**config.mk**
```make
export PLATFORM = sky130hd
export DESIGN_NAME = cpu_core_top
export DESIGN_NICKNAME = d
export VERILOG_FILES = /design/src/logic/cpu_pkg.sv /design/src/logic/alu.sv /design/src/logic/bus_interface.sv /design/src/logic/cpu_core_top.sv /design/src/logic/instruction_decode.sv /design/src/logic/program_counter.sv /design/src/logic/status_register.sv
export SDC_FILE = /design/constraint.sdc
export NUM_CORES = 1
export LEC_CHECK = 0
export ABC_AREA = 1
export BUFFER_PORTS_ARGS = -buffer_cell sky130_fd_sc_hd__clkbuf_2
export CAP_MARGIN = 20
export CORE_MARGIN = 2
export CORE_UTILIZATION = 44
export CTS_CLUSTER_SIZE = 16
export DETAILED_ROUTE_END_ITERATION = 8
export PLACE_DENSITY_LB_ADDON = 0.08
export SYNTH_ARGS = -nofsm -noshare
export SYNTH_HDL_FRONTEND = slang
export SYNTH_HIERARCHICAL = 1
export SYNTH_SLANG_ARGS = --single-unit
```
**constraint.sdc**
```tcl
create_clock -name clk -period 2 [get_ports clk]
set_input_delay 0.1 -clock clk [delete_from_list [all_inputs] [get_ports clk]]
set_output_delay 0.1 -clock clk [all_outputs]
set_load 0.02 [all_outputs]
```
**src/logic/cpu_pkg.sv**
```systemverilog
package cpu_pkg;

    // Supported opcodes
    localparam logic [7:0] OP_NOP     = 8'hEA;
    localparam logic [7:0] OP_LDA_IMM = 8'hA9;  // Load accumulator, immediate
    localparam logic [7:0] OP_STA_ZPG = 8'h85;  // Store accumulator, zero page
    localparam logic [7:0] OP_ASL_A   = 8'h0A;  // Shift accumulator left
    localparam logic [7:0] OP_ASL_ZPG = 8'h06;  // Shift memory left, read-modify-write

    // Decode FSM states, one per bus cycle of an instruction
    typedef enum logic [2:0] {
        S_RESET,     // Single cycle after reset release
        S_FETCH,     // Opcode read, sync high
        S_OPERAND,   // Second cycle of every instruction
        S_ZPG_READ,  // Zero-page operand read into the input latch
        S_ALU,       // Shift of the latched operand
        S_WRITE      // Bus write cycle
    } decode_state_t;

    typedef enum logic [1:0] {
        ALU_NONE,    // Accumulator holds
        ALU_LOAD,    // Accumulator takes the input latch
        ALU_ASL_A,   // Accumulator shifts left
        ALU_ASL_MEM  // Latched operand shifts left toward the output buffer
    } alu_op_t;

    // Bit positions in the flag vector
    localparam int FLAG_C = 0;
    localparam int FLAG_Z = 1;
    localparam int FLAG_N = 2;

    // Modes shared by the input data latch and the output data buffer
    typedef enum logic [1:0] {
        BUF_IDLE  = 2'b00,
        BUF_LOAD  = 2'b01,
        BUF_STORE = 2'b10
    } latch_mode_t;

endpackage

```
**src/logic/alu.sv**
```systemverilog
`timescale 1ns/1ps

module alu import cpu_pkg::*; (
    input  logic       clk,
    input  logic       arst_n,
    input  logic       rdy,
    input  alu_op_t    alu_op,
    input  logic [7:0] idl,
    output logic [7:0] acc,
    output logic [7:0] mem_result,
    output logic [2:0] result_flags
);

    logic [7:0] result;
    logic       carry;

    assign mem_result = {idl[6:0], 1'b0};

    always_comb begin
        result = acc;
        carry  = 1'b0;
        case (alu_op)
            ALU_LOAD: begin
                result = idl;
            end
            ALU_ASL_A: begin
                result = {acc[6:0], 1'b0};
                carry  = acc[7];  // Old bit 7 shifts into carry
            end
            ALU_ASL_MEM: begin
                result = mem_result;
                carry  = idl[7];
            end
            default: begin
                result = acc;
            end
        endcase
    end

    always_comb begin
        result_flags         = 3'b000;
        result_flags[FLAG_C] = carry;
        result_flags[FLAG_Z] = (result == 8'h00);
        result_flags[FLAG_N] = result[7];
    end

    always_ff @(posedge clk or negedge arst_n) begin
        if (!arst_n) begin
            acc <= 8'h00;
        end else if (rdy && (alu_op == ALU_LOAD || alu_op == ALU_ASL_A)) begin
            acc <= result;
        end
    end

endmodule

```
**src/logic/bus_interface.sv**
```systemverilog
`timescale 1ns/1ps

module bus_interface import cpu_pkg::*; (
    input  logic        clk,
    input  logic        arst_n,
    input  logic        rdy,
    input  logic        addr_sel,    // 1 selects the zero-page address
    input  logic        zp_load,
    input  latch_mode_t idl_mode,
    input  latch_mode_t dbuf_mode,
    input  logic [15:0] pc,
    input  logic [7:0]  data_in,
    input  logic [7:0]  acc,
    input  logic [7:0]  mem_result,
    output logic [15:0] addr,
    output logic [7:0]  data_out,
    output logic [7:0]  idl
);

    logic [7:0] zp_addr_q;
    logic [7:0] idl_q;
    logic [7:0] dbuf_q;

    always_ff @(posedge clk or negedge arst_n) begin
        if (!arst_n) begin
            zp_addr_q <= 8'h00;
        end else if (rdy && zp_load) begin
            zp_addr_q <= data_in;
        end
    end

    always_ff @(posedge clk) begin
        if (rdy && idl_mode == BUF_LOAD) begin
            idl_q <= data_in;
        end
        if (rdy && dbuf_mode == BUF_LOAD) begin
            // Shift result during read-modify-write, else the accumulator
            dbuf_q <= (idl_mode == BUF_STORE) ? mem_result : acc;
        end
    end

    assign idl      = (idl_mode == BUF_LOAD) ? data_in : idl_q;  // Transparent while loading
    assign data_out = (dbuf_mode == BUF_STORE) ? dbuf_q : 8'h00;
    assign addr     = addr_sel ? {8'h00, zp_addr_q} : pc;

endmodule

```
**src/logic/cpu_core_top.sv**
```systemverilog
`timescale 1ns/1ps

module cpu_core_top import cpu_pkg::*; #(
    parameter logic [15:0] RESET_PC = 16'h0200
) (
    input  logic        clk,
    input  logic        arst_n,
    input  logic        rdy,
    input  logic [7:0]  data_in,
    output logic [15:0] addr,
    output logic [7:0]  data_out,
    output logic        rw,
    output logic        sync,
    output logic [2:0]  flags
);

    logic        pc_inc;
    logic        addr_sel;
    logic        zp_load;
    latch_mode_t idl_mode;
    latch_mode_t dbuf_mode;
    alu_op_t     alu_op;
    logic [2:0]  flag_mask;
    logic [15:0] pc;
    logic [7:0]  idl;
    logic [7:0]  acc;
    logic [7:0]  mem_result;
    logic [2:0]  result_flags;

    instruction_decode i_decode (
        .clk       (clk),
        .arst_n    (arst_n),
        .rdy       (rdy),
        .data_in   (data_in),
        .sync      (sync),
        .pc_inc    (pc_inc),
        .addr_sel  (addr_sel),
        .zp_load   (zp_load),
        .rw        (rw),
        .idl_mode  (idl_mode),
        .dbuf_mode (dbuf_mode),
        .alu_op    (alu_op),
        .flag_mask (flag_mask)
    );

    program_counter #(
        .RESET_PC (RESET_PC)
    ) i_pc (
        .clk    (clk),
        .arst_n (arst_n),
        .rdy    (rdy),
        .pc_inc (pc_inc),
        .pc     (pc)
    );

    bus_interface i_bus (
        .clk        (clk),
        .arst_n     (arst_n),
        .rdy        (rdy),
        .addr_sel   (addr_sel),
        .zp_load    (zp_load),
        .idl_mode   (idl_mode),
        .dbuf_mode  (dbuf_mode),
        .pc         (pc),
        .data_in    (data_in),
        .acc        (acc),
        .mem_result (mem_result),
        .addr       (addr),
        .data_out   (data_out),
        .idl        (idl)
    );

    alu i_alu (
        .clk          (clk),
        .arst_n       (arst_n),
        .rdy          (rdy),
        .alu_op       (alu_op),
        .idl          (idl),
        .acc          (acc),
        .mem_result   (mem_result),
        .result_flags (result_flags)
    );

    status_register i_status (
        .clk          (clk),
        .arst_n       (arst_n),
        .rdy          (rdy),
        .flag_mask    (flag_mask),
        .result_flags (result_flags),
        .flags        (flags)
    );

endmodule

```
**src/logic/instruction_decode.sv**
```systemverilog
`timescale 1ns/1ps

module instruction_decode import cpu_pkg::*; (
    input  logic        clk,
    input  logic        arst_n,
    input  logic        rdy,
    input  logic [7:0]  data_in,
    output logic        sync,
    output logic        pc_inc,
    output logic        addr_sel,
    output logic        zp_load,
    output logic        rw,         // 1 for read
    output latch_mode_t idl_mode,
    output latch_mode_t dbuf_mode,
    output alu_op_t     alu_op,
    output logic [2:0]  flag_mask
);

    decode_state_t state_q;
    decode_state_t state_d;
    logic [7:0]    opcode_q;
    logic          known_op;

    // Opcodes this core executes; anything else becomes a NOP
    always_comb begin
        case (data_in)
            OP_NOP, OP_LDA_IMM, OP_STA_ZPG, OP_ASL_A, OP_ASL_ZPG: known_op = 1'b1;
            default: known_op = 1'b0;
        endcase
    end

    always_ff @(posedge clk or negedge arst_n) begin
        if (!arst_n) begin
            state_q  <= S_RESET;
            opcode_q <= OP_NOP;
        end else if (rdy) begin
            state_q <= state_d;
            if (state_q == S_FETCH) begin
                opcode_q <= known_op ? data_in : OP_NOP;  // Opcode taken straight off the bus
            end
        end
    end

    always_comb begin
        state_d   = state_q;
        sync      = 1'b0;
        pc_inc    = 1'b0;
        addr_sel  = 1'b0;
        zp_load   = 1'b0;
        rw        = 1'b1;
        idl_mode  = BUF_IDLE;
        dbuf_mode = BUF_IDLE;
        alu_op    = ALU_NONE;
        flag_mask = 3'b000;

        case (state_q)
            S_RESET: begin
                state_d = S_FETCH;
            end
            S_FETCH: begin
                sync    = 1'b1;
                pc_inc  = 1'b1;
                state_d = S_OPERAND;
            end
            S_OPERAND: begin
                state_d = S_FETCH;
                case (opcode_q)
                    OP_LDA_IMM: begin
                        pc_inc            = 1'b1;
                        idl_mode          = BUF_LOAD;  // Immediate byte passes to the ALU
                        alu_op            = ALU_LOAD;
                        flag_mask[FLAG_Z] = 1'b1;
                        flag_mask[FLAG_N] = 1'b1;
                    end
                    OP_ASL_A: begin
                        alu_op    = ALU_ASL_A;
                        flag_mask = 3'b111;
                    end
                    OP_STA_ZPG: begin
                        pc_inc    = 1'b1;
                        zp_load   = 1'b1;
                        dbuf_mode = BUF_LOAD;   // Accumulator into the output buffer
                        state_d   = S_WRITE;
                    end
                    OP_ASL_ZPG: begin
                        pc_inc  = 1'b1;
                        zp_load = 1'b1;
                        state_d = S_ZPG_READ;
                    end
                    default: begin
                        state_d = S_FETCH;  // NOP and unknown opcodes
                    end
                endcase
            end
            S_ZPG_READ: begin
                addr_sel = 1'b1;
                idl_mode = BUF_LOAD;
                state_d  = S_ALU;
            end
            S_ALU: begin
                // Read cycle on the same address while the shift happens
                addr_sel  = 1'b1;
                idl_mode  = BUF_STORE;
                dbuf_mode = BUF_LOAD;
                alu_op    = ALU_ASL_MEM;
                flag_mask = 3'b111;
                state_d   = S_WRITE;
            end
            S_WRITE: begin
                addr_sel  = 1'b1;
                rw        = 1'b0;
                dbuf_mode = BUF_STORE;
                state_d   = S_FETCH;
            end
            default: begin
                state_d = S_RESET;
            end
        endcase
    end

endmodule

```
**src/logic/program_counter.sv**
```systemverilog
`timescale 1ns/1ps

module program_counter #(
    parameter logic [15:0] RESET_PC = 16'h0200
) (
    input  logic        clk,
    input  logic        arst_n,
    input  logic        rdy,
    input  logic        pc_inc,
    output logic [15:0] pc
);

    logic [15:0] pc_q;

    always_ff @(posedge clk or negedge arst_n) begin
        if (!arst_n) begin
            pc_q <= RESET_PC;
        end else if (rdy && pc_inc) begin
            pc_q <= pc_q + 16'd1;  // Wraps at 16 bits
        end
    end

    assign pc = pc_q;

endmodule

```
**src/logic/status_register.sv**
```systemverilog
`timescale 1ns/1ps

module status_register (
    input  logic       clk,
    input  logic       arst_n,
    input  logic       rdy,
    input  logic [2:0] flag_mask,
    input  logic [2:0] result_flags,
    output logic [2:0] flags
);

    logic [2:0] flags_q;
    logic [2:0] flags_d;

    // Masked bits take the ALU value, the rest keep their state
    assign flags_d = (flags_q & ~flag_mask) | (result_flags & flag_mask);

    always_ff @(posedge clk or negedge arst_n) begin
        if (!arst_n) begin
            flags_q <= 3'b000;
        end else if (rdy) begin
            flags_q <= flags_d;
        end
    end

    assign flags = flags_q;

endmodule

```
==> impl_metrics.py, run 1 <==
metrics = {
    "final_layout": {
        "insertedDiodeCount": 0,
        "drive_above_1_share_pct": 34.9,
        "n_fill_cell": 785,
        "final_core_util_pct": 60.8,
        "area_delta_synth_final_pct": 35.4,
        "final_nets": 653,
        "post-route-cell-area_um2": 5250,
    },
    "routing": {
        "drc": 0,
        "viasPerCell": 4.85,
        "drtAntennaViolNets": 0,
        "wire_per_inst_um": 13.0,
        "drt_iter0_drc": 146,
        "vias": 3634,
        "dr.pass1.iters": 4,
        "wirelength_um": 9720,
    },
    "logic_synthesis": {
        "ys_warn_count": 6,
        "yosysUniqueCellTypes": 32,
        "ys_ff_latch": 62,
        "ys_seq_area_share_pct": 42.3,
        "syn_nets": 558,
        "netlist.area_leader.share_pct": 25.8,
        "netlist_area_um2": 3870,
        "syn-mean-instance-area_um2": 7.15,
        "synthTopCellsByArea": "dfrtp_1, nand2_1, edfxtp_1, inv_1, nand3_1",
        "synth_largest_area_cell": "dfrtp_1",
        "synth_cells": 542,
    },
    "setup_path": {
        "cp-start-kind": "register",
        "critPathMaxFanout": 6,
        "cp_slowest_cell": "dfstp_2",
        "critical_path.cell_chain": "inv_2 > nor3_4 > nand2_2 > nand2_4 > buf_12 > nand2_8 > nand2_1 > nand2_2 > nand2_1 > nand3_1 > nand2_1 > nand2_1 > nor2_1 > nand2_1 > nor2_1 > nand3_1 > nand2_1",
        "crit_top_cell": "nand2_1",
        "crit_arrival_ns": 2.38,
        "crit_buf_inv": 2,
        "crit_path_max_incr_delay_ns": 0.53,
        "cp_top_family": "simple AND/OR/NAND/NOR gates",
        "worstPathRequired_ns": 2.28,
        "criticalPathCategory": "reg -> reg",
        "endpoint_kind": "register",
    },
    "place": {
        "gp_congestion": 0.810,
        "dpl_cell_area_um2": 4390,
        "post-dp-hpwl_um": 6810,
        "portBuffers": 39,
    },
    "grt": {
        "grt_pass1_vias": 3492,
        "antenna_found_initial": 0,
        "grt_pass1_wl_um": 16000,
        "grt_use_total_pct": 20.6,
        "grt_overflow": 0,
        "grt_max_degree": 47,
    },
    "floorplanning": {
        "dieArea_um2": 9570,
        "start_util_pct": 44.9,
        "core_area_um2": 8640,
        "die_x_um": 97.8,
        "io_pins": 40,
        "row_count": 34,
        "die_y_um": 97.8,
    },
    "sta": {
        "setup_viol": 10,
        "timing.hold.ws_ns": 0.0547,
        "setup_ws_ns": -0.0944,
        "max_slew_margin_pct": 59.8,
        "period_share_pct": 105,
        "hold_viol_final": 0,
        "drv_slew": 0,
        "tightest_slew_ns": 0.602,
        "max_freq_mhz": 477,
        "period_minus_slack_ns": 2.09,
        "clock_skew_ns": 0.00963,
        "rsz0062_at_grt": "true",
    },
    "power": {
        "comb_power_share_pct": 52.3,
        "pwr-share-seq_pct": 28.9,
        "power_leakage_nw": 2.75,
        "p_per_area_nw_per_um2": 1190,
        "p_switching_mw": 2.60,
        "vdd.ir_drop.worst_uv": 845,
        "clkPwrFrac_pct": 18.9,
        "internal_power_mw": 3.62,
        "p_sw_share_pct": 41.8,
    },
    "status": {
        "violations": "negative setup slack",
        "outcome": "finished, violations left",
    },
    "flow_run": {
        "cap_violations": 0,
    },
    "clock_tree": {
        "cts.sink_count": 62,
        "root_buffer": "clkbuf_8",
        "cts-htree-levels": 3,
        "clk_path_buf_depth": 2,
        "clkTransAtPathRegs_ns": 0.07,
        "cts_buffers": 9,
        "cts_tree": "built",
        "clk_latency_ns": 0.34,
    },
    "min_path": {
        "hold_class": "in -> reg",
    },
}
## per-layer routing
layer,track usage (%),share of wire [%]
met4,5.98,1.4
met1,25.1,44
met3,4.15,2.5
met2,36.9,52
met5,0,0
## Yosys cell counts
cell	count
a21oi_1	1
a22o_1	1
dfrtp_1	40
buf_2	4
o22ai_1	1
nor2_2	8
inv_2	4
ha_1	5
o21ai_0	11
nand4_1	5
nand4_4	1
buf_4	13
nor2_4	1
o21ai_1	3
xor2_1	8
inv_6	2
nor2_1	62
edfxtp_1	16
nand2_8	2
buf_6	6
inv_1	73
xnor2_1	2
nor3_1	3
a31oi_1	2
nand2_1	203
nand3_1	47
or2_2	1
conb_1	1
nand3_2	2
nand2_2	5
dfstp_2	6
nor3_2	3
## stage by stage
step	TNS [ns]	total power [mW]	instances	setup slack [ns]
after floorplan	-0.0199	3.56	542	-0.0199
after global placement	-0.475	4.37	710	-0.205
after detailed placement	-0.609	4.40	710	-0.191
after CTS	-0.0658	5.81	736	-0.0500
after global routing	-2.26	6.65	750	-0.258
final	-0.355	6.22	750	-0.0944
## cell usage in the layout (no fill, tap or decap), drive strengths merged, types with 8 or more instances in the layout
cell and instances:
xor2 8, nand2 211, dfrtp 40, buf 81
inv 79, nand3 49, nor2 71, edfxtp 16
clkbuf 37, o21ai 14
## worst register-to-register path: cells and delay by family, from the launching register on
family | cells | cell delay, ns
and+or+nand+nor | 15 | 1.34
DFF | 1 | 0.53
buffers and inverters | 2 | 0.19
## sequential cells by signal (all words and copies together), names as in the netlist, named ones only
name and count:
i_decode/opcode_q 8, i_bus/idl_q 8, i_decode/state_q 3, i_alu/acc 8, i_bus/zp_addr_q 8, i_pc/pc 16, i_bus/dbuf_q 8
## power groups by stage
stage | sequential (mW) | combinational [mW] | clock [mW]
after global placement | 1.81 | 2.57 | 0
after global routing | 1.83 | 3.57 | 1.26
after CTS | 1.79 | 2.82 | 1.20
after floorplan | 1.77 | 1.79 | 0
after detailed placement | 1.81 | 2.59 | 0
final | 1.79 | 3.25 | 1.17
## area by class of cell
| class | instances | area (um^2) | share of cell area, % |
|---|---|---|---|
| multi-input cells | 379 | 2130 | 40.6 |
| flip-flops and latches | 62 | 1640 | 31.2 |
| repair buffers | 106 | 811 | 15.5 |
| inverters | 79 | 319 | 6.08 |
| clock buffers | 13 | 170 | 3.24 |
| well taps | 108 | 135 | 2.58 |
| clock inverters | 3 | 40.0 | 0.763 |
## path summary, 6_finish.rpt
path	start	end	slack, ns	cells past startpoint
worst max-delay path	i_decode/opcode_q[5]	register	-0.09	17
worst min-delay path	data_in[2]	i_bus/idl_q[2]	0.05	1
worst max register to register	i_decode/opcode_q[5]	register	-0.09	17
worst min register to register	register	register	0.48	2
max in group asynchronous	arst_n	i_pc/pc[2]	1.20	3
min in group asynchronous	arst_n	i_decode/opcode_q[0]	0.38	3
## cell families (layout without fill, tap and decap cells)
| group | Yosys count | in the layout | share of synthesized area (%) |
|---|---|---|---|
| and+or+nand+nor | 343 | 344 | 38.4 |
| buffers and inverters | 102 | 201 | 12.7 |
| DFF | 62 | 62 | 42.3 |
| AOI/OAI and AO/OA | 19 | 19 | 2.65 |
| xor gates and xnor gates | 10 | 10 | 2.26 |
| adders and majority gates | 5 | 5 | 1.61 |
| other | 1 | 1 | 0.0968 |
## what timing repair did
| action | in CTS | in global routing |
|---|---|---|
| setup buffers | 8 | 13 |
| endpoints found under the setup margin | 15 | 39 |
| pin swaps | 10 | 36 |
| cloned | 1 | 1 |
| hold buffers | 1 | 0 |
| hold endpoints to repair | 40 | 0 |
| gates resized for setup | 31 | 104 |
Note: power is estimated with default switching activity, not from simulation.
==> run 2: changes to the inputs <==
--- a/config.mk
+++ b/config.mk
@@ -5,11 +5,10 @@
 export SDC_FILE = /design/constraint.sdc
 export NUM_CORES = 1
 export LEC_CHECK = 0
-export ABC_AREA = 1
 export BUFFER_PORTS_ARGS = -buffer_cell sky130_fd_sc_hd__clkbuf_2
 export CAP_MARGIN = 20
 export CORE_MARGIN = 2
-export CORE_UTILIZATION = 44
+export CORE_UTILIZATION = 53
 export CTS_CLUSTER_SIZE = 16
 export DETAILED_ROUTE_END_ITERATION = 8
 export PLACE_DENSITY_LB_ADDON = 0.08
==> run 2 against run 1 <==
  * The flow still finishes with violations (negative setup slack)
  * Critical path depth shrank 5
  * Power shrank 20%
  * Hold slack hardly changed
  * Maximum frequency decreased by 32%
  * Non-clock buffer count grew 7
  * Via count fell by 28%
  * Largest cell class unchanged
  * Critical path type unchanged
  * Sequential share of layout area grew 1.8 points
  * Die area is 22% lower
  * Cell count down 35%
==> impl_metrics.py, run 2 <==
metrics = {
    "logic_synthesis": {
        "synth_most_common_cell": "dfrtp_1",
        "synth_largest_area_cell": "dfrtp_1",
        "synth-edff-count": 16,
        "syn_nets": 317,
        "netlist.area_leader.share_pct": 28.0,
        "synth_cells": 301,
        "synth_common_cells": "dfrtp_1, mux2_2, mux2_4, edfxtp_1, nand2_1",
        "synthTopCellsByArea": "dfrtp_1, edfxtp_1, mux2_4, mux2_2, dfstp_2",
        "ys_ff_latch": 62,
        "ys_dominant_reg_cell": "dfrtp_1",
        "yosysUniqueCellTypes": 64,
        "syn-mean-instance-area_um2": 11.9,
        "ys_seq_area_share_pct": 45.8,
        "ys_warn_count": 6,
        "async_flop_share_pct": 74.2,
        "netlist_area_um2": 3580,
    },
    "setup_path": {
        "criticalPathCategory": "reg -> reg",
        "crit_top_cell": "mux2_4",
        "endpoint_kind": "register",
        "crit_arrival_ns": 3.36,
        "crit_path_max_incr_delay_ns": 0.55,
        "cp_top_family": "simple AND/OR/NAND/NOR gates",
        "cp_slowest_cell": "or4_1",
        "ff2ff_path_depth": 12,
        "cp-start-kind": "register",
        "cp_num_cells": 12,
        "worstPathRequired_ns": 2.27,
        "critPathMaxFanout": 4,
        "critical_path.cell_chain": "or2_1 > nor3_2 > nand3b_1 > o22ai_2 > nor2b_4 > buf_12 > mux2_4 > a222oi_1 > mux2i_1 > or4_1 > a21oi_2 > mux2_4",
        "crit_buf_inv": 1,
    },
    "clock_tree": {
        "clkTransAtPathRegs_ns": 0.07,
        "cts.sink_count": 62,
        "root_buffer": "clkbuf_8",
        "cts_buffers": 9,
        "cts-htree-levels": 3,
        "clk_latency_ns": 0.33,
        "clk_path_buf_depth": 2,
        "cts_tree": "built",
    },
    "final_layout": {
        "final_core_util_pct": 77.2,
        "n_fill_cell": 412,
        "final_common_cell": "buf_4",
        "largest_reg_flops": 16,
        "layout_common_cells": "buf_4, dfrtp_1, mux2_4, buf_6, clkbuf_2",
        "instances_no_fill": 484,
        "post-route-cell-area_um2": 4960,
        "drive_above_1_share_pct": 56.3,
        "insertedDiodeCount": 0,
        "area_delta_synth_final_pct": 38.5,
        "final_nets": 418,
    },
    "grt": {
        "grt_use_met2_pct": 35.1,
        "antenna_found_initial": 0,
        "grt_busiest_layer": "met2",
        "grt_use_met1_pct": 31.4,
        "grt_use_total_pct": 22.3,
        "grt_pass1_wl_um": 12800,
        "grt_overflow": 0,
        "grt_max_degree": 19,
        "use_met3_pct": 3.71,
        "grt_pass1_vias": 2602,
    },
    "flow_run": {
        "cap_violations": 0,
    },
    "sta": {
        "tightest_slew_ns": 0.522,
        "period_minus_slack_ns": 3.09,
        "rsz0062_at_grt": "true",
        "drv_slew": 0,
        "timing.hold.ws_ns": 0.0544,
        "tns_ns": -17.37,
        "max_slew_margin_pct": 65.0,
        "period_share_pct": 154,
        "clock_skew_ns": 0.00810,
        "hold_viol_final": 0,
        "max_freq_mhz": 324,
        "setup_ws_ns": -1.09,
        "setup_viol": 65,
    },
    "min_path": {
        "hold_class": "in -> reg",
        "holdPathStages": 1,
    },
    "routing": {
        "viasPerCell": 5.38,
        "wire_per_inst_um": 16.6,
        "vias": 2602,
        "wirelength_um": 8020,
        "drc": 0,
        "drtAntennaViolNets": 0,
        "drt_iter0_drc": 105,
        "dr.pass1.iters": 4,
    },
    "floorplanning": {
        "die_x_um": 86.2,
        "io_pins": 40,
        "dieArea_um2": 7430,
        "row_count": 29,
        "die_y_um": 86.2,
        "core_area_um2": 6420,
        "start_util_pct": 55.7,
    },
    "status": {
        "violations": "negative setup slack",
        "outcome": "finished, violations left",
    },
    "place": {
        "gp_congestion": 0.873,
        "pre_cts_ws_ns": -1.16,
        "post-dp-hpwl_um": 5460,
        "dp_cells": 448,
        "portBuffers": 39,
        "dpl_cell_area_um2": 4110,
    },
    "power": {
        "power_mw": 4.99,
        "p_per_area_nw_per_um2": 1010,
        "vdd.ir_drop.worst_uv": 759,
        "power_leakage_nw": 2.29,
    },
}
## run 2: where the power goes
part	internal, mW	switching [mW]	total (mW)
logic	1.24	0.963	2.21
clock network	0.702	0.477	1.18
registers	1.47	0.143	1.61
## run 2: timing repair
item | CTS | global route
setup endpoints to repair | 74 | 84
cloned | 1 | 0
hold endpoints to repair | 12 | 0
pin swaps | 21 | 15
setup buffers | 17 | 12
gates resized for setup | 68 | 83
hold buffers | 1 | 0
## run 2: final cells by class
class,count,area [um^2],share of cell area [%]
clock buffers,15,219,4.42
well taps,77,96.3,1.94
flip-flops and latches,62,1640,33.1
repair buffers,113,1020,20.6
clock inverters,1,5.00,0.101
inverters,12,47.5,0.959
multi-input cells,204,1930,38.9
## run 2: logic make-up after synthesis
logic type	share of synthesized area, %
buf+inv	6.99
xor+xnor	3.88
other cells	0.105
flops	45.8
compound gates	7.24
mux	16.3
fa+ha+maj	1.75
simple gates	17.9
## run 2: path summary, 6_finish.rpt
path	from	to	slack, ns
max	i_decode/opcode_q[6]	register	-1.09
min	data_in[2]	i_bus/idl_q[2]	0.05
max reg2reg	i_decode/opcode_q[6]	register	-1.09
min reg2reg	i_pc/pc[15]	i_pc/pc[15]	0.47
max in group asynchronous	arst_n	i_pc/pc[9]	1.11
min in group asynchronous	arst_n	i_bus/zp_addr_q[3]	0.24
## run 2: layer usage
metal / vias up / wire length (um)
li1: 1281 / -
met1: 1266 / 3800
met2: 48 / 3920
met3: 7 / 226
met4: 0 / 62
met5: - / 0
